===== config.mk =====
export PLATFORM = sky130hd
export DESIGN_NAME = lane_link_top
export DESIGN_NICKNAME = d
export VERILOG_FILES = /design/src/lane_link_pkg.sv /design/src/bit_slot_ctr.sv /design/src/lane_serializer.sv /design/src/lane_deserializer.sv /design/src/rx_word_fifo.sv /design/src/lane_link_top.sv
export SDC_FILE = /design/constraint.sdc
export NUM_CORES = 1
export LEC_CHECK = 0
export BUFFER_PORTS_ARGS = -buffer_cell sky130_fd_sc_hd__buf_2
export CORE_ASPECT_RATIO = 1.2
export CORE_MARGIN = 3
export CORE_UTILIZATION = 35
export CTS_BUF_LIST = sky130_fd_sc_hd__clkbuf_8
export DETAILED_ROUTE_END_ITERATION = 10
export SLEW_MARGIN = 20
export SYNTH_ARGS = -nofsm -noshare
export SYNTH_HDL_FRONTEND = slang
export SYNTH_SLANG_ARGS = --single-unit
export TNS_END_PERCENT = 30

===== constraint.sdc =====
create_clock -name clk_2mhz -period 5.2 [get_ports clk_2mhz]
set_input_delay 1.04 -clock clk_2mhz [delete_from_list [all_inputs] [get_ports clk_2mhz]]
set_output_delay 1.04 -clock clk_2mhz [all_outputs]
set_load 0.05 [all_outputs]

===== src/lane_link_pkg.sv =====
`default_nettype none

package lane_link_pkg;

  // ##########################################################
  // link geometry
  // ##########################################################

  localparam int LANE_COUNT = 4;   // parallel byte lanes
  localparam int LANE_BITS  = 8;   // bits per lane, also beats per frame
  localparam int SLOT_W     = 3;   // slot index width

  // receive buffer, one link credit per entry
  localparam int FIFO_DEPTH = 4;
  localparam int CREDIT_W   = 3;   // holds 0..FIFO_DEPTH

  // ##########################################################
  // payload types
  // ##########################################################

  // lane k sits at bits [8k+7:8k] of the packed word
  typedef struct packed {
    logic [LANE_BITS-1:0] lane3;
    logic [LANE_BITS-1:0] lane2;
    logic [LANE_BITS-1:0] lane1;
    logic [LANE_BITS-1:0] lane0;
  } lane_word_t;

  // one clock of the serial link
  typedef struct packed {
    logic                  valid;
    logic                  last;   // slot 7 of the frame
    logic [LANE_COUNT-1:0] bits;   // bit k belongs to lane k
  } lane_beat_t;

  // ##########################################################
  // serializer control
  // ##########################################################

  typedef enum logic {
    SER_IDLE  = 1'b0,
    SER_SHIFT = 1'b1
  } ser_state_e;

endpackage

`default_nettype wire


===== src/bit_slot_ctr.sv =====
`default_nettype none

module bit_slot_ctr
  import lane_link_pkg::*;
(
  input  wire               clk_2mhz,
  input  wire               arst_n,
  input  wire               slot_run,
  output logic [SLOT_W-1:0] slot,
  output logic              slot_last
);

  logic running;   // inside a frame, past its load cycle

  // load cycle keeps slot at 0, so slot 0 lands in the next cycle
  always_ff @(posedge clk_2mhz or negedge arst_n) begin
    if (!arst_n) begin
      slot    <= '0;
      running <= 1'b0;
    end else if (!slot_run) begin
      slot    <= '0;
      running <= 1'b0;
    end else if (!running) begin
      slot    <= '0;
      running <= 1'b1;
    end else if (slot_last) begin
      slot    <= '0;   // back-to-back frame
    end else begin
      slot    <= slot + 1'b1;
    end
  end

  assign slot_last = (slot == SLOT_W'(LANE_BITS - 1));

endmodule

`default_nettype wire


===== src/lane_serializer.sv =====
`default_nettype none

module lane_serializer
  import lane_link_pkg::*;
(
  input  wire               clk_2mhz,
  input  wire               arst_n,
  input  wire               in_valid,
  input  wire lane_word_t   in_word,
  input  wire               link_credit,
  input  wire  [SLOT_W-1:0] slot,
  input  wire               slot_last,
  output logic              in_credit,
  output logic              slot_run,
  output lane_beat_t        beat
);

  lane_word_t          hold_word;
  logic                hold_full;
  lane_word_t          shift_word;
  logic [CREDIT_W-1:0] credit_cnt;
  ser_state_e          state;
  logic [1:0]          boot_q;
  logic                start;
  logic                init_credit;

  // ##########################################################
  // frame start and credits
  // ##########################################################

  // new frame needs a word, a buffer credit, and a free shifter
  assign start = hold_full && (credit_cnt != '0) &&
                 ((state == SER_IDLE) || slot_last);

  assign init_credit = boot_q[0] && !boot_q[1];   // single pulse after reset
  assign in_credit   = start || init_credit;
  assign slot_run    = start || ((state == SER_SHIFT) && !slot_last);

  always_ff @(posedge clk_2mhz or negedge arst_n) begin
    if (!arst_n) begin
      boot_q <= '0;
    end else begin
      boot_q <= {boot_q[0], 1'b1};
    end
  end

  always_ff @(posedge clk_2mhz or negedge arst_n) begin
    if (!arst_n) begin
      credit_cnt <= CREDIT_W'(FIFO_DEPTH);
    end else begin
      case ({start, link_credit})
        2'b10:   credit_cnt <= credit_cnt - 1'b1;
        2'b01:   credit_cnt <= credit_cnt + 1'b1;
        default: credit_cnt <= credit_cnt;   // none, or spend and refill
      endcase
    end
  end

  // ##########################################################
  // holding register, shifter, state
  // ##########################################################

  always_ff @(posedge clk_2mhz or negedge arst_n) begin
    if (!arst_n) begin
      hold_full <= 1'b0;
    end else if (in_valid) begin
      hold_full <= 1'b1;
    end else if (start) begin
      hold_full <= 1'b0;
    end
  end

  always_ff @(posedge clk_2mhz) begin
    if (in_valid) hold_word <= in_word;
    if (start) shift_word <= hold_word;
  end

  always_ff @(posedge clk_2mhz or negedge arst_n) begin
    if (!arst_n) begin
      state <= SER_IDLE;
    end else begin
      case (state)
        SER_IDLE:  if (start) state <= SER_SHIFT;
        SER_SHIFT: if (slot_last && !start) state <= SER_IDLE;
        default:   state <= SER_IDLE;
      endcase
    end
  end

  // lsb first, one bit of every lane per slot
  always_comb begin
    beat = '0;
    if (state == SER_SHIFT) begin
      beat.valid = 1'b1;
      beat.last  = slot_last;
      for (int k = 0; k < LANE_COUNT; k++) begin
        beat.bits[k] = shift_word[k*LANE_BITS + int'(slot)];
      end
    end
  end

  a_no_input_overrun: assert property (@(posedge clk_2mhz) disable iff (!arst_n)
    in_valid |-> !hold_full);

  a_credit_bound: assert property (@(posedge clk_2mhz) disable iff (!arst_n)
    credit_cnt <= CREDIT_W'(FIFO_DEPTH));

endmodule

`default_nettype wire


===== src/lane_deserializer.sv =====
`default_nettype none

module lane_deserializer
  import lane_link_pkg::*;
(
  input  wire              clk_2mhz,
  input  wire              arst_n,
  input  wire lane_beat_t  beat,
  input  wire [SLOT_W-1:0] slot,
  output logic             push,
  output lane_word_t       push_word
);

  lane_word_t collect_word;
  lane_word_t next_word;

  // ##########################################################
  // beat assembly
  // ##########################################################

  // drop this beat's bits into position slot of each lane
  always_comb begin
    next_word = collect_word;
    for (int k = 0; k < LANE_COUNT; k++) begin
      next_word[k*LANE_BITS + int'(slot)] = beat.bits[k];
    end
  end

  always_ff @(posedge clk_2mhz) begin
    if (beat.valid) begin
      collect_word <= next_word;
    end
    if (beat.valid && beat.last) begin
      push_word <= next_word;   // includes slot 7 bits
    end
  end

  // push trails the last beat by one cycle
  always_ff @(posedge clk_2mhz or negedge arst_n) begin
    if (!arst_n) begin
      push <= 1'b0;
    end else begin
      push <= beat.valid && beat.last;
    end
  end

  // ##########################################################
  // link checks
  // ##########################################################

  a_last_at_slot7: assert property (@(posedge clk_2mhz) disable iff (!arst_n)
    (beat.valid && beat.last) |-> (slot == SLOT_W'(LANE_BITS - 1)));

  // frames never pause, the receiver has no stall
  a_frame_unbroken: assert property (@(posedge clk_2mhz) disable iff (!arst_n)
    (beat.valid && !beat.last) |=> beat.valid);

endmodule

`default_nettype wire


===== src/rx_word_fifo.sv =====
`default_nettype none

module rx_word_fifo
  import lane_link_pkg::*;
(
  input  wire             clk_2mhz,
  input  wire             arst_n,
  input  wire             push,
  input  wire lane_word_t push_word,
  input  wire             out_pop,
  output logic            out_valid,
  output lane_word_t      out_word,
  output logic            link_credit
);

  lane_word_t                        mem [FIFO_DEPTH];
  logic [$clog2(FIFO_DEPTH)-1:0]     wr_ptr;   // depth is a power of two
  logic [$clog2(FIFO_DEPTH)-1:0]     rd_ptr;
  logic [$clog2(FIFO_DEPTH + 1)-1:0] count;
  logic                              pop;

  assign pop         = out_pop && out_valid;   // pop on empty ignored
  assign out_valid   = (count != '0);
  assign out_word    = mem[rd_ptr];
  assign link_credit = pop;

  // ##########################################################
  // storage and pointers
  // ##########################################################

  always_ff @(posedge clk_2mhz) begin
    if (push) mem[wr_ptr] <= push_word;
  end

  always_ff @(posedge clk_2mhz or negedge arst_n) begin
    if (!arst_n) begin
      wr_ptr <= '0;
      rd_ptr <= '0;
    end else begin
      if (push) wr_ptr <= wr_ptr + 1'b1;
      if (pop) rd_ptr <= rd_ptr + 1'b1;
    end
  end

  always_ff @(posedge clk_2mhz or negedge arst_n) begin
    if (!arst_n) begin
      count <= '0;
    end else begin
      case ({push, pop})
        2'b10:   count <= count + 1'b1;
        2'b01:   count <= count - 1'b1;
        default: count <= count;
      endcase
    end
  end

  // serializer credits keep the buffer from overflowing
  a_no_overflow: assert property (@(posedge clk_2mhz) disable iff (!arst_n)
    push |-> (int'(count) < FIFO_DEPTH));

endmodule

`default_nettype wire


===== src/lane_link_top.sv =====
`default_nettype none

module lane_link_top
  import lane_link_pkg::*;
(
  input  wire             clk_2mhz,
  input  wire             arst_n,
  input  wire             in_valid,
  input  wire lane_word_t in_word,
  input  wire             out_pop,
  output logic            in_credit,
  output logic            out_valid,
  output lane_word_t      out_word
);

  logic [SLOT_W-1:0] slot;
  logic              slot_last;
  logic              slot_run;
  lane_beat_t        beat;        // serial link
  logic              push;
  lane_word_t        push_word;
  logic              link_credit; // buffer back to serializer

  bit_slot_ctr u_bit_slot_ctr (
    .clk_2mhz  (clk_2mhz),
    .arst_n    (arst_n),
    .slot_run  (slot_run),
    .slot      (slot),
    .slot_last (slot_last)
  );

  lane_serializer u_lane_serializer (
    .clk_2mhz    (clk_2mhz),
    .arst_n      (arst_n),
    .in_valid    (in_valid),
    .in_word     (in_word),
    .link_credit (link_credit),
    .slot        (slot),
    .slot_last   (slot_last),
    .in_credit   (in_credit),
    .slot_run    (slot_run),
    .beat        (beat)
  );

  lane_deserializer u_lane_deserializer (
    .clk_2mhz  (clk_2mhz),
    .arst_n    (arst_n),
    .beat      (beat),
    .slot      (slot),
    .push      (push),
    .push_word (push_word)
  );

  rx_word_fifo u_rx_word_fifo (
    .clk_2mhz    (clk_2mhz),
    .arst_n      (arst_n),
    .push        (push),
    .push_word   (push_word),
    .out_pop     (out_pop),
    .out_valid   (out_valid),
    .out_word    (out_word),
    .link_credit (link_credit)
  );

endmodule

`default_nettype wire


* After elaboration in Yosys (flattened, before gate mapping)
Memory sizes are Yosys's and may differ from the RTL's. Cells that the tools add are included.
Storage, ports and cells: output and inout bits 34, bits in writable memories 128, bits of input ports 36, memories kept 1, register bits 147, word-level logic and storage cells 110
Memory list:
- u_rx_word_fifo.mem | words 4, width 32, rd ports 1, clocked after Yosys merged registers in 0, wr ports 1, line rx_word_fifo.sv:16 | lane_word_t mem [FIFO_DEPTH];
Operators by class: $add $sub $neg 10, equal/unequal tests 5, bitwise operators 1, magnitude comparators 8, reductions and logical operators 22, multiplexer cells 37
Operators with widths (count):
- $bwmux 32 | 4
- $ge 32x1->1 const B | 3
- $lt 32x7->1 const B | 3
- $mux 1 | 18
- $bmux 1 s5 | 3
- $demux 1 s5 | 3
- $add 5x3->6 const A | 2
- $pmux 3 s2 | 2
- $logic_and 1x1->1 | 11
- $add 3x1->3 const B | 3
- $mux 3 | 3
- $lt 3x6->1 const B | 1
- $mux 6 | 1
- $reduce_bool 2->1 | 3
- $reduce_bool 3->1 | 2
- $sub 3x1->3 const B | 2
- $add 4x3->5 const A | 1
- $add 2x1->2 const B | 2
- $eq 2x1->1 const B | 2
- $eq 2x2->1 const B | 2
- $bmux 1 s3 | 1
- $demux 1 s3 | 1
- $eq 3x3->1 const B | 1
- $ge 3x1->1 const B | 1
- other kinds (4) | 8

* Depth between registers and ports, before layout
Gate-level depths: netlist of run 1.
word-level depth 9, depth in mapped cells 10, gate-level depth less buffers 10

* Cells and area by module
A second synthesis of run 1 with hierarchy kept.
Unflattened totals: cells, all modules 430, area total of the unflattened synthesis 10103.4 um^2
By module, submodules not included:
- rx_word_fifo | instances 1, cells each 204, seq. area each 4018.9 um^2, area each 5068.6 um^2
- lane_serializer | instances 1, cells each 111, seq. area each 2098.3 um^2, area each 2501.1 um^2
- lane_deserializer | instances 1, cells each 106, seq. area each 1946.9 um^2, area each 2383.5 um^2
- bit_slot_ctr | instances 1, cells each 9, seq. area each 100.1 um^2, area each 150.1 um^2

* Worst setup path after synthesis of run 1
Ideal clock, no wire load.
path kind register to output, start point register u_lane_serializer.state, end point output in_credit, path buffers 1, data required time 4.160 ns, slack 2.168 ns, arrival time 1.992 ns, stages on the path, launching flop included 5, cell sequence dfrtp_1 -> buf_2 -> nand2b_1 -> nand2b_1 -> o21ai_0
On the way: cells in the longest elaborated chain, start to end 4
RTL lines:
- start: declaration | line lane_serializer.sv:22 | ser_state_e state;
- start signal: assignment | line lane_serializer.sv:80 | state <= SER_IDLE;
- start signal: assignment | line lane_serializer.sv:83 | SER_IDLE: if (start) state <= SER_SHIFT;
- start signal: assignment | line lane_serializer.sv:84 | SER_SHIFT: if (slot_last && !start) state <= SER_IDLE;
- $not 1->1 | line lane_serializer.sv:33 | ((state == SER_IDLE) || slot_last);
- $logic_or 1x1->1 | line lane_serializer.sv:33
- $logic_and 1x1->1 | line lane_serializer.sv:32 | assign start = hold_full && (credit_cnt != '0) &&
- $logic_or 1x1->1 | line lane_serializer.sv:36 | assign in_credit = start || init_credit;
- end: declaration | line lane_link_top.sv:11 | output logic in_credit,
No other way between the ends.

==> metrics, run 1 <==
status=completed; routed vias/inst=4.51; Worst Path Max Fanout=22; hold-fix buffers at CTS=0; largest net degree at the start of global routing=58; critical path class=reg2out; gr ovfl total=0; DR vias=4,542; M1 WL=7.21 mm; crit path capture type=primary output; final count of pins violating max slew=0; setup_tns=0 ns; Power Dens Cells=608 mW/mm^2; fraction of registers with async set or reset after synthesis=6.91%; EDFF count, synth=256; P_leak=4.13 nW; routed wire length=17.0 mm; hold slack=0.373 ns; DR WL met2=8.54 mm; First DRT Iteration DRCs=229; worst path arrival time=2.58 ns; IO Count=70; clock period minus final worst setup slack=3.62 ns; most frequent cell after synthesis=edfxtp_1; met3 wire length=820 um; Yosys reg bits=275; CTS tree=built; placed cell count=932; Max Root-Sink Buffers=3; gr usage total=11.2%; Highest Signal Layer=met4; ys flop type=edfxtp_1; Cell Area, Synth=0.0101 mm^2; peak supply drop=0.000213 V; share of the synthesized area in the top cell type=76.2%; Die H=192 um; RSZ-0062 raised after global routing=no; Flop pwr share=48.7%; Finished Layout Cells=1,007; crit share post-route=69.5%; die area=0.0309 mm^2; Gate power share=27.7%; critical path's slowest cell=dfrtp_2; initial core utilization=35.8%; die width=161 um; Core Region=0.0282 mm^2; Post-synth top cells=edfxtp_1, nand2_1, mux4_2; cell taking the most area after synthesis=edfxtp_1; Max Fclk=277 MHz; crit-path cells=buf_4, mux4_2, buf_2; syn avg cell area=20.4 um^2; Net Sw Frac=34.1%; vias in the first global route=4,933; Post-CTS Resized=0; Clk pwr share=23.6%; clk_skew=0.0128 ns; Final Wtd Congestion=0.745; Post-Syn Instances=494; WP data required=4.16 ns; area of the multi-input gates=0.00179 mm^2; clk root buf=clkbuf_8; DR pass1 iterations=4; cell-internal power=4.67 mW; most area-consuming cells after synthesis=edfxtp_1, mux4_2, dfrtp_1; number of post-CTS setup repair buffers=0; endpoints failing setup=0; antenna violations before repair=0; global-route wire length before repair=27.0 mm; sequential share of the synthesized area=80.9%; clk_lat worst skew=0.53 ns; Clock transition at path regs=0.06 ns; Rows=67; final net count=643; DRT antenna net count=0; slowest cell delay on critical path=0.84 ns; fillers=2,544; share of layout cells above drive strength 1=29.5%; Syn-to-layout area delta=15.6%; drt wl/cell=16.9 um; H-tree depth=2; syn_nets=540; PortBufs=69; max_cap viols=0; Num CTS Buffers=42; clock sinks=275; yosys warns=0; DRC violation count after routing=0; post-DP HPWL=10.9 mm; Slew @ Worst Pin=0.847 ns; antenna cell count=0; P_sw=2.42 mW; sequential cell area=0.00817 mm^2; max_slew headroom=43.5%; Critical Path Start Type=flip-flop; Hold WC Path Type=reg2reg; unique cell type count in the Yosys netlist=43; final hold viol count=0
[per-layer routing]
layer,vias up,GRT usage [%]
met1,2251,13.9
li1,2156,-
met2,101,19.1
met3,34,2.70
met4,0,4.53
met5,-,0
[logic make-up (layout without fill, tap and decap cells)]
group	Yosys count	in the layout	synth area share, %
AO/OA/AOI/OAI	49	49	3.68
flip-flops	275	275	80.9
adder cells (fa/ha/maj)	10	10	1.39
XOR/XNOR	9	9	0.781
buffers and inverters	26	160	1.30
multiplexers	36	36	7.55
other	1	1	0.0372
AND/OR/NAND/NOR	88	88	4.33
[placed cells by master, fill, tap and decap left out, drive strengths merged]
cell and instances:
nand2b 4, a221oi 8, clkinvlp 2, a22o 4
fa 2, nor3 1, dfstp 1, and2b 3
bufinv 2, edfxtp 256, mux4 32, xor2 6
ha 8, inv 26, conb 1, and2 8
xnor2 3, buf 75, nor2 6, nor2b 1
mux2i 3, a21o 1, and3 2, a41oi 1
mux2 1, nand3 4, dfrtp 18, clkinv 10
nand3b 2, or3 2, o21ai 32, nor4b 1
clkbuf 45, o31ai 3, nand2 54
[critical path, delay by kind of cell, from the launching register on]
kind / cells / cell delay, ns
buffers and inverters: 2 / 0.65
DFF: 1 / 0.84
muxes: 1 / 0.55
[per-stage QoR]
stage               worst slack (ns)  util, %  total power [mW]  instance area [um^2]
floorplan                       2.17        -              4.97                 10100
global placement                2.10     38.6              5.43                 10900
detailed placement              2.06     38.6              5.51                 10900
CTS                             1.47     41.4              7.21                 11700
global route                    1.37     41.4              7.50                 11700
finish                          1.58     41.4              7.09                 11700
[state kept, by name (all words and copies together), names as in the netlist]
signal,flops
u_lane_serializer.credit_cnt,3
u_lane_serializer.boot_q,2
u_rx_word_fifo.count,3
u_lane_serializer.hold_full,1
u_rx_word_fifo.wr_ptr,2
u_lane_deserializer.push_word,32
u_lane_deserializer.collect_word,32
u_lane_serializer.shift_word,32
u_bit_slot_ctr.slot,3
u_rx_word_fifo.rd_ptr,2
u_lane_serializer.hold_word,32
u_lane_deserializer.push,1
u_rx_word_fifo.mem,128
u_bit_slot_ctr.running,1
u_lane_serializer.state,1
[layout make-up]
cell class | instances | share of cell area (%)
Multi-Input combinational cell | 193 | 15.4
Sequential cell | 275 | 70.0
Clock inverter | 30 | 1.56
Tap cell | 379 | 4.07
Clock buffer | 45 | 5.31
Inverter | 10 | 0.322
Timing Repair Buffer | 75 | 3.35
[power groups by stage]
stage               combinational, mW  clock, mW  sequential [mW]
floorplan                        1.67          0             3.30
global placement                 1.95          0             3.48
detailed placement               2.00          0             3.51
CTS                              2.00       1.74             3.47
global route                     2.14       1.83             3.53
finish                           1.96       1.67             3.45
[final timing paths]
kind	end	depth (start not counted)	start	slack, ns
worst max-delay path	out_word[12]	3	u_rx_word_fifo.rd_ptr[0]	1.58
worst max register to register	u_lane_serializer.credit_cnt[2]	10	u_bit_slot_ctr.slot[1]	2.46
worst min-delay path	u_lane_serializer.boot_q[1]	0	u_lane_serializer.boot_q[0]	0.37
min in group asynchronous	u_rx_word_fifo.wr_ptr[1]	1	arst_n	0.47
max in group asynchronous	u_lane_serializer.state	1	arst_n	4.36
worst min register to register	u_lane_serializer.boot_q[1]	0	u_lane_serializer.boot_q[0]	0.37
Power figures use the tool's default switching activity.
==> inputs of run 2 (changes only) <==
--- a/config.mk
+++ b/config.mk
@@ -5,6 +5,7 @@
 export SDC_FILE = /design/constraint.sdc
 export NUM_CORES = 1
 export LEC_CHECK = 0
+export ABC_AREA = 1
 export BUFFER_PORTS_ARGS = -buffer_cell sky130_fd_sc_hd__buf_2
 export CORE_ASPECT_RATIO = 1.2
 export CORE_MARGIN = 3
==> constraint.sdc (replaced) <==
create_clock -name clk_2mhz -period 3.64 [get_ports clk_2mhz]
set_input_delay 0.728 -clock clk_2mhz [delete_from_list [all_inputs] [get_ports clk_2mhz]]
set_output_delay 0.728 -clock clk_2mhz [all_outputs]
set_load 0.05 [all_outputs]
==> run 2 against run 1 <==
Combinational power is 86% higher. Clock skew is 0.033 ns higher. Clock power is 47% higher. Cell count is 24% higher. Final area is 2.3% higher. Synthesized area is 2.5% higher. Via count is 26% higher. Critical path depth is 2 higher. Largest cell class unchanged. Largest power group unchanged.
==> metrics, run 2 <==
worst path arrival time=2.24 ns; Max Fclk=337 MHz; yosys warns=0; Num CTS Buffers=44; Die H=194 um; DRC violation count after routing=0; global-route wire length before repair=30.7 mm; Finished Layout Cells=1,250; final count of pins violating max slew=0; clock period minus final worst setup slack=2.97 ns; clk root buf=clkbuf_8; number of post-CTS setup repair buffers=0; Max Root-Sink Buffers=3; Worst Path Max Fanout=13; DR pass1 iterations=4; clk_lat worst skew=0.57 ns; PortBufs=69; Net Sw Frac=39.1%; Power Dens Cells=906 mW/mm^2; cell taking the most area after synthesis=edfxtp_1; status=completed; Cell Area, Synth=0.0103 mm^2; fillers=2,709; IO Count=70; gr ovfl total=0; Post-synth top cells=edfxtp_1, nand2_1, nor2_1, o21ai_0, nand3_1; largest net degree at the start of global routing=67; Clk pwr share=22.6%; clk_skew=0.0458 ns; setup_tns=0 ns; hold-fix buffers at CTS=0; final net count=879; ys flop type=edfxtp_1; die area=0.0317 mm^2; DR vias=5,741; P_leak=4.50 nW; commonest cells after routing, fill and taps aside=edfxtp_1, nand2_1, nor2_1, o21ai_0, buf_2; placed cell count=1,172; Gate power share=33.7%; fraction of registers with async set or reset after synthesis=6.91%; DRT antenna net count=0; Largest Register=u_rx_word_fifo.mem; post-DP HPWL=11.7 mm; antenna cell count=0; max_cap viols=0; fin area=0.0119 mm^2; CTS tree=built; Slew @ Worst Pin=1.01 ns; share of the synthesized area in the top cell type=74.3%; gr usage total=12.2%; Flop pwr share=43.7%; Yosys reg bits=275; Rows=68; most area-consuming cells after synthesis=edfxtp_1, nand2_1, dfrtp_1; RSZ-0062 raised after global routing=no; P_sw=4.23 mW; Clock transition at path regs=0.06 ns; syn avg cell area=14.0 um^2; Syn-to-layout area delta=15.4%; most frequent cell after synthesis=edfxtp_1; Final Wtd Congestion=0.736; vias in the first global route=5,937; routed wire length=19.1 mm; drt wl/cell=15.3 um; Placed Instance Area=0.0111 mm^2; unique cell type count in the Yosys netlist=27; Post-Syn Instances=736; max_slew headroom=32.5%; most common cell after layout, fill and taps aside=edfxtp_1; Largest register FFs=128; Hold WC Path Type=in2async; Critical Path Start Type=flip-flop; H-tree depth=2; crit path capture type=primary output; Core Region=0.0289 mm^2; sequential share of the synthesized area=79.0%; First DRT Iteration DRCs=424; EDFF count, synth=256; endpoints failing setup=0; peak supply drop=0.000478 V; die width=163 um; clock sinks=275; share of layout cells above drive strength 1=17.8%; antenna violations before repair=0; WP data required=2.91 ns; initial core utilization=35.7%; Post-CTS Resized=0; critical path class=reg2out; syn_nets=782; cell-internal power=6.59 mW; final hold viol count=0; routed vias/inst=4.59; crit share post-route=81.6%
-- run 2: kinds of logic (layout without fill, tap and decap cells) --
family          Yosys count  count (layout)  synth area share [%]
other cells               1               1                0.0363
fa+ha+maj                10              10                  1.36
simple gates            272             272                  10.8
buf+inv                  65             194                  2.69
xor+xnor                  7               7                 0.593
mux                       1               1                 0.109
flops                   275             275                  79.0
compound gates          105             105                  5.49
-- run 2: worst max-delay path, cell delays in order (launching register included) --
cell	delay, ns
dfrtp_1	0.37
inv_1	0.43
buf_4	0.29
o21ai_0	0.14
o22ai_1	0.17
buf_2	0.30
-- run 2: cell type report --
type	instances	area, um^2	share of cell area [%]
Multi-Input combinational cell	396	1900	15.9
Sequential cell	275	8170	68.4
Timing Repair Buffer	82	443	3.71
Tap cell	385	482	4.04
Clock inverter	34	211	1.77
Inverter	34	128	1.07
Clock buffer	44	606	5.07
-- run 2: power groups by stage --
stage	Sequential [mW]	Combinational [mW]	Clock, mW
CTS	4.73	3.72	2.53
finish	4.72	3.64	2.45
floorplan	4.69	2.77	0
global route	4.79	4.04	2.69
detailed placement	4.79	3.70	0
global placement	4.77	3.66	0
-- run 2: path summary, 6_finish.rpt --
path                                             start                              end  slack (ns)  cells past startpoint
min reg2reg                u_lane_serializer.boot_q[0]      u_lane_serializer.boot_q[1]        0.38                      0
min in group clk_2mhz                      in_word[26]  u_lane_serializer.hold_word[26]        0.36                      1
max reg2reg                     u_bit_slot_ctr.slot[0]  u_lane_serializer.credit_cnt[2]        1.27                     12
min                                             arst_n         u_rx_word_fifo.rd_ptr[1]        0.14                      1
max in group asynchronous                       arst_n         u_rx_word_fifo.rd_ptr[0]        3.14                      1
max                           u_rx_word_fifo.rd_ptr[1]                     out_word[12]        0.67                      5
-- run 2: through the flow --
| stage | setup WS [ns] | utilization [%] | power (mW) | hold WS [ns] |
|---|---|---|---|---|
| global placement | 1.26 | 38.4 | 8.43 | 0.363 |
| detailed placement | 1.23 | 38.4 | 8.49 | 0.372 |
| CTS | 0.630 | 41.3 | 11.0 | 0.128 |
| finish | 0.671 | 41.3 | 10.8 | 0.140 |
| floorplan | 0.970 | - | 7.45 | 0.354 |
| global route | 0.509 | 41.3 | 11.5 | 0.145 |
-- run 2: routing by layer --
| metal | vias to the layer above | GRT usage, % | wire [um] |
|---|---|---|---|
| met4 | 0 | 4.07 | 420 |
| met1 | 2727 | 15.3 | 7970 |
| met3 | 36 | 2.56 | 942 |
| li1 | 2818 | - | - |
| met5 | - | 0 | 0 |
| met2 | 160 | 20.9 | 9750 |
==> inputs of run 3 (changes only) <==
--- a/config.mk
+++ b/config.mk
@@ -5,7 +5,7 @@
 export SDC_FILE = /design/constraint.sdc
 export NUM_CORES = 1
 export LEC_CHECK = 0
-export ABC_AREA = 1
+export ABC_AREA = 0
 export BUFFER_PORTS_ARGS = -buffer_cell sky130_fd_sc_hd__buf_2
 export CORE_ASPECT_RATIO = 1.2
 export CORE_MARGIN = 3
==> constraint.sdc (replaced) <==
create_clock -name clk_2mhz -period 2.4 [get_ports clk_2mhz]
set_input_delay 0.48 -clock clk_2mhz [delete_from_list [all_inputs] [get_ports clk_2mhz]]
set_output_delay 0.48 -clock clk_2mhz [all_outputs]
set_load 0.05 [all_outputs]
==> run 3 against run 2 <==
The run now ends with setup timing left. Global-route usage decreased by 0.62 points. Sequential power increased by 53%. Clock skew decreased by 0.020 ns.
==> metrics, run 3 (same netlist as run 1, synthesis figures left out) <==
Die H=192 um; clock period minus final worst setup slack=2.43 ns; global-route wire length before repair=28.0 mm; FF-to-FF Start=u_bit_slot_ctr.slot[0]; fin area=0.0120 mm^2; Clk pwr share=19.6%; routed vias/inst=4.57; largest net degree at the start of global routing=58; Largest Register=u_rx_word_fifo.mem; placed cell count=940; crit-path cells=buf_12, buf_16, mux4_2, buf_8; Power Dens Cells=1330 mW/mm^2; worst path arrival time=1.95 ns; gr ovfl total=0; final net count=656; crit share post-route=101%; WP data required=1.92 ns; Net Sw Frac=33.9%; Placed Instance Area=0.0110 mm^2; DR vias=4,636; area of the multi-input gates=0.00182 mm^2; sequential cell area=0.00817 mm^2; status=finished, violations left; r2r setup slk=0.14 ns; cell-internal power=10.5 mW; CTS tree=built; share of layout cells above drive strength 1=30.6%; Final Wtd Congestion=0.761; critical path's slowest cell=mux4_2; Flop pwr share=45.1%; die width=161 um; clock sinks=275; r2r endpoint=u_lane_serializer.credit_cnt[2]; clk_skew=0.0258 ns; peak supply drop=0.000505 V; min-delay src=in_word[14]; Worst Hold Path Cells=1; P_sw=5.41 mW; final count of pins violating max slew=0; final core area utilization=42.7%; overall power=16.0 mW; Max Root-Sink Buffers=3; Syn-to-layout area delta=19.3%; final hold viol count=0; die area=0.0309 mm^2; Core Region=0.0282 mm^2; IO Count=70; Gate power share=35.3%; failing checks=setup timing; routed wire length=17.5 mm; Finished Layout Cells=1,014; H-tree depth=2; RSZ-0062 raised after global routing=yes; endpoints failing setup=19; Worst Path Max Fanout=5; vias in the first global route=5,083; P_leak=4.29 nW; CP Buf/Inv Count=3; drt wl/cell=17.3 um; commonest cells after routing, fill and taps aside=edfxtp_1, nand2_1, clkbuf_8; critical path's top delay family=multiplexers; First DRT Iteration DRCs=215; Largest register FFs=128; Num CTS Buffers=38; clk root buf=clkbuf_8; DRC violation count after routing=0; Hold WC Path Type=in2reg; Clock transition at path regs=0.06 ns; crit path from=u_rx_word_fifo.rd_ptr[0]; DR pass1 iterations=4; Worst Reg-to-Reg Cells=11; clk_lat worst skew=0.53 ns; most common cell after layout, fill and taps aside=edfxtp_1; setup ws final=-0.0295 ns; DRT antenna net count=0; antenna violations before repair=0; Critical Path Start Type=flip-flop; Max Fclk=412 MHz; initial core utilization=35.8%; fillers=2,515; post-DP HPWL=11.2 mm; antenna cell count=0; max_cap viols=0; crit path capture type=primary output; Slew @ Worst Pin=0.769 ns; max_slew headroom=48.7%; critical path class=reg2out; gr usage total=11.6%; Rows=67; PortBufs=69; slowest cell delay on critical path=0.52 ns; Hold Path End=u_lane_serializer.hold_word[14]
## run 3: cell types whose count changed in the layout (fill, tap and decap cells not counted), sizes merged, moves of 7 or more
cell	before	now
nand2	162	54
clkinv	20	8
and2	1	8
inv	46	27
nand3	33	4
o22ai	32	0
nor2	69	6
o21ai	69	32
a221oi	0	8
buf	82	90
mux4	0	32
## run 3: cell type report
| class | instances | area share (%) |
|---|---|---|
| well taps | 379 | 3.94 |
| clock inverters | 25 | 0.884 |
| inverters | 10 | 0.312 |
| multi-input cells | 193 | 15.1 |
| repair buffers | 92 | 7.34 |
| flip-flops and latches | 275 | 67.8 |
| clock buffers | 40 | 4.57 |
## run 3: worst max-delay path by stage
stage | endpoint | slack [ns] | depth (start not counted)
after floorplan | u_lane_serializer.credit_cnt[1] | 0.09 | 6
after global placement | u_lane_serializer.credit_cnt[2] | 0.23 | 10
after detailed placement | u_lane_serializer.credit_cnt[2] | 0.13 | 10
after CTS | out_word[25] | -0.09 | 4
after global routing | out_word[22] | -0.11 | 4
final | out_word[22] | -0.03 | 4
## run 3: metal layers
metal	vias to the layer above	part of all wire [%]	wire [um]	track usage (%)
li1	2169	-	-	-
met2	93	53	9310	20.4
met4	0	2.0	356	4.47
met3	25	3.7	651	2.31
met5	-	0	0	0
met1	2349	41	7200	14.1
## run 3: what timing repair did
| action | in CTS | in global routing |
|---|---|---|
| pin swaps | 0 | 1 |
| cloned | 2 | 1 |
| endpoints found under the hold margin | 18 | 0 |
| setup endpoints to repair | 31 | 34 |
| hold buffers | 1 | 0 |
| gates resized for setup | 73 | 6 |
| setup buffers | 5 | 0 |
## run 3: through the flow
step | setup slack [ns] | hold WS (ns) | setup TNS (ns)
after floorplan | 0.0850 | 0.184 | 0
after global placement | 0.229 | 0.360 | 0
after detailed placement | 0.133 | 0.375 | 0
after CTS | -0.0945 | 0.107 | -1.37
after global routing | -0.114 | 0.104 | -2.21
final | -0.0295 | 0.143 | -0.247
## run 3: power by group through the flow
stage,combinational (mW),clock [mW],sequential (mW)
final,5.63,3.13,7.20
after global routing,6.06,3.49,7.31
after CTS,5.65,3.25,7.21
after detailed placement,4.86,0,7.31
after global placement,4.76,0,7.23
after floorplan,3.62,0,7.14
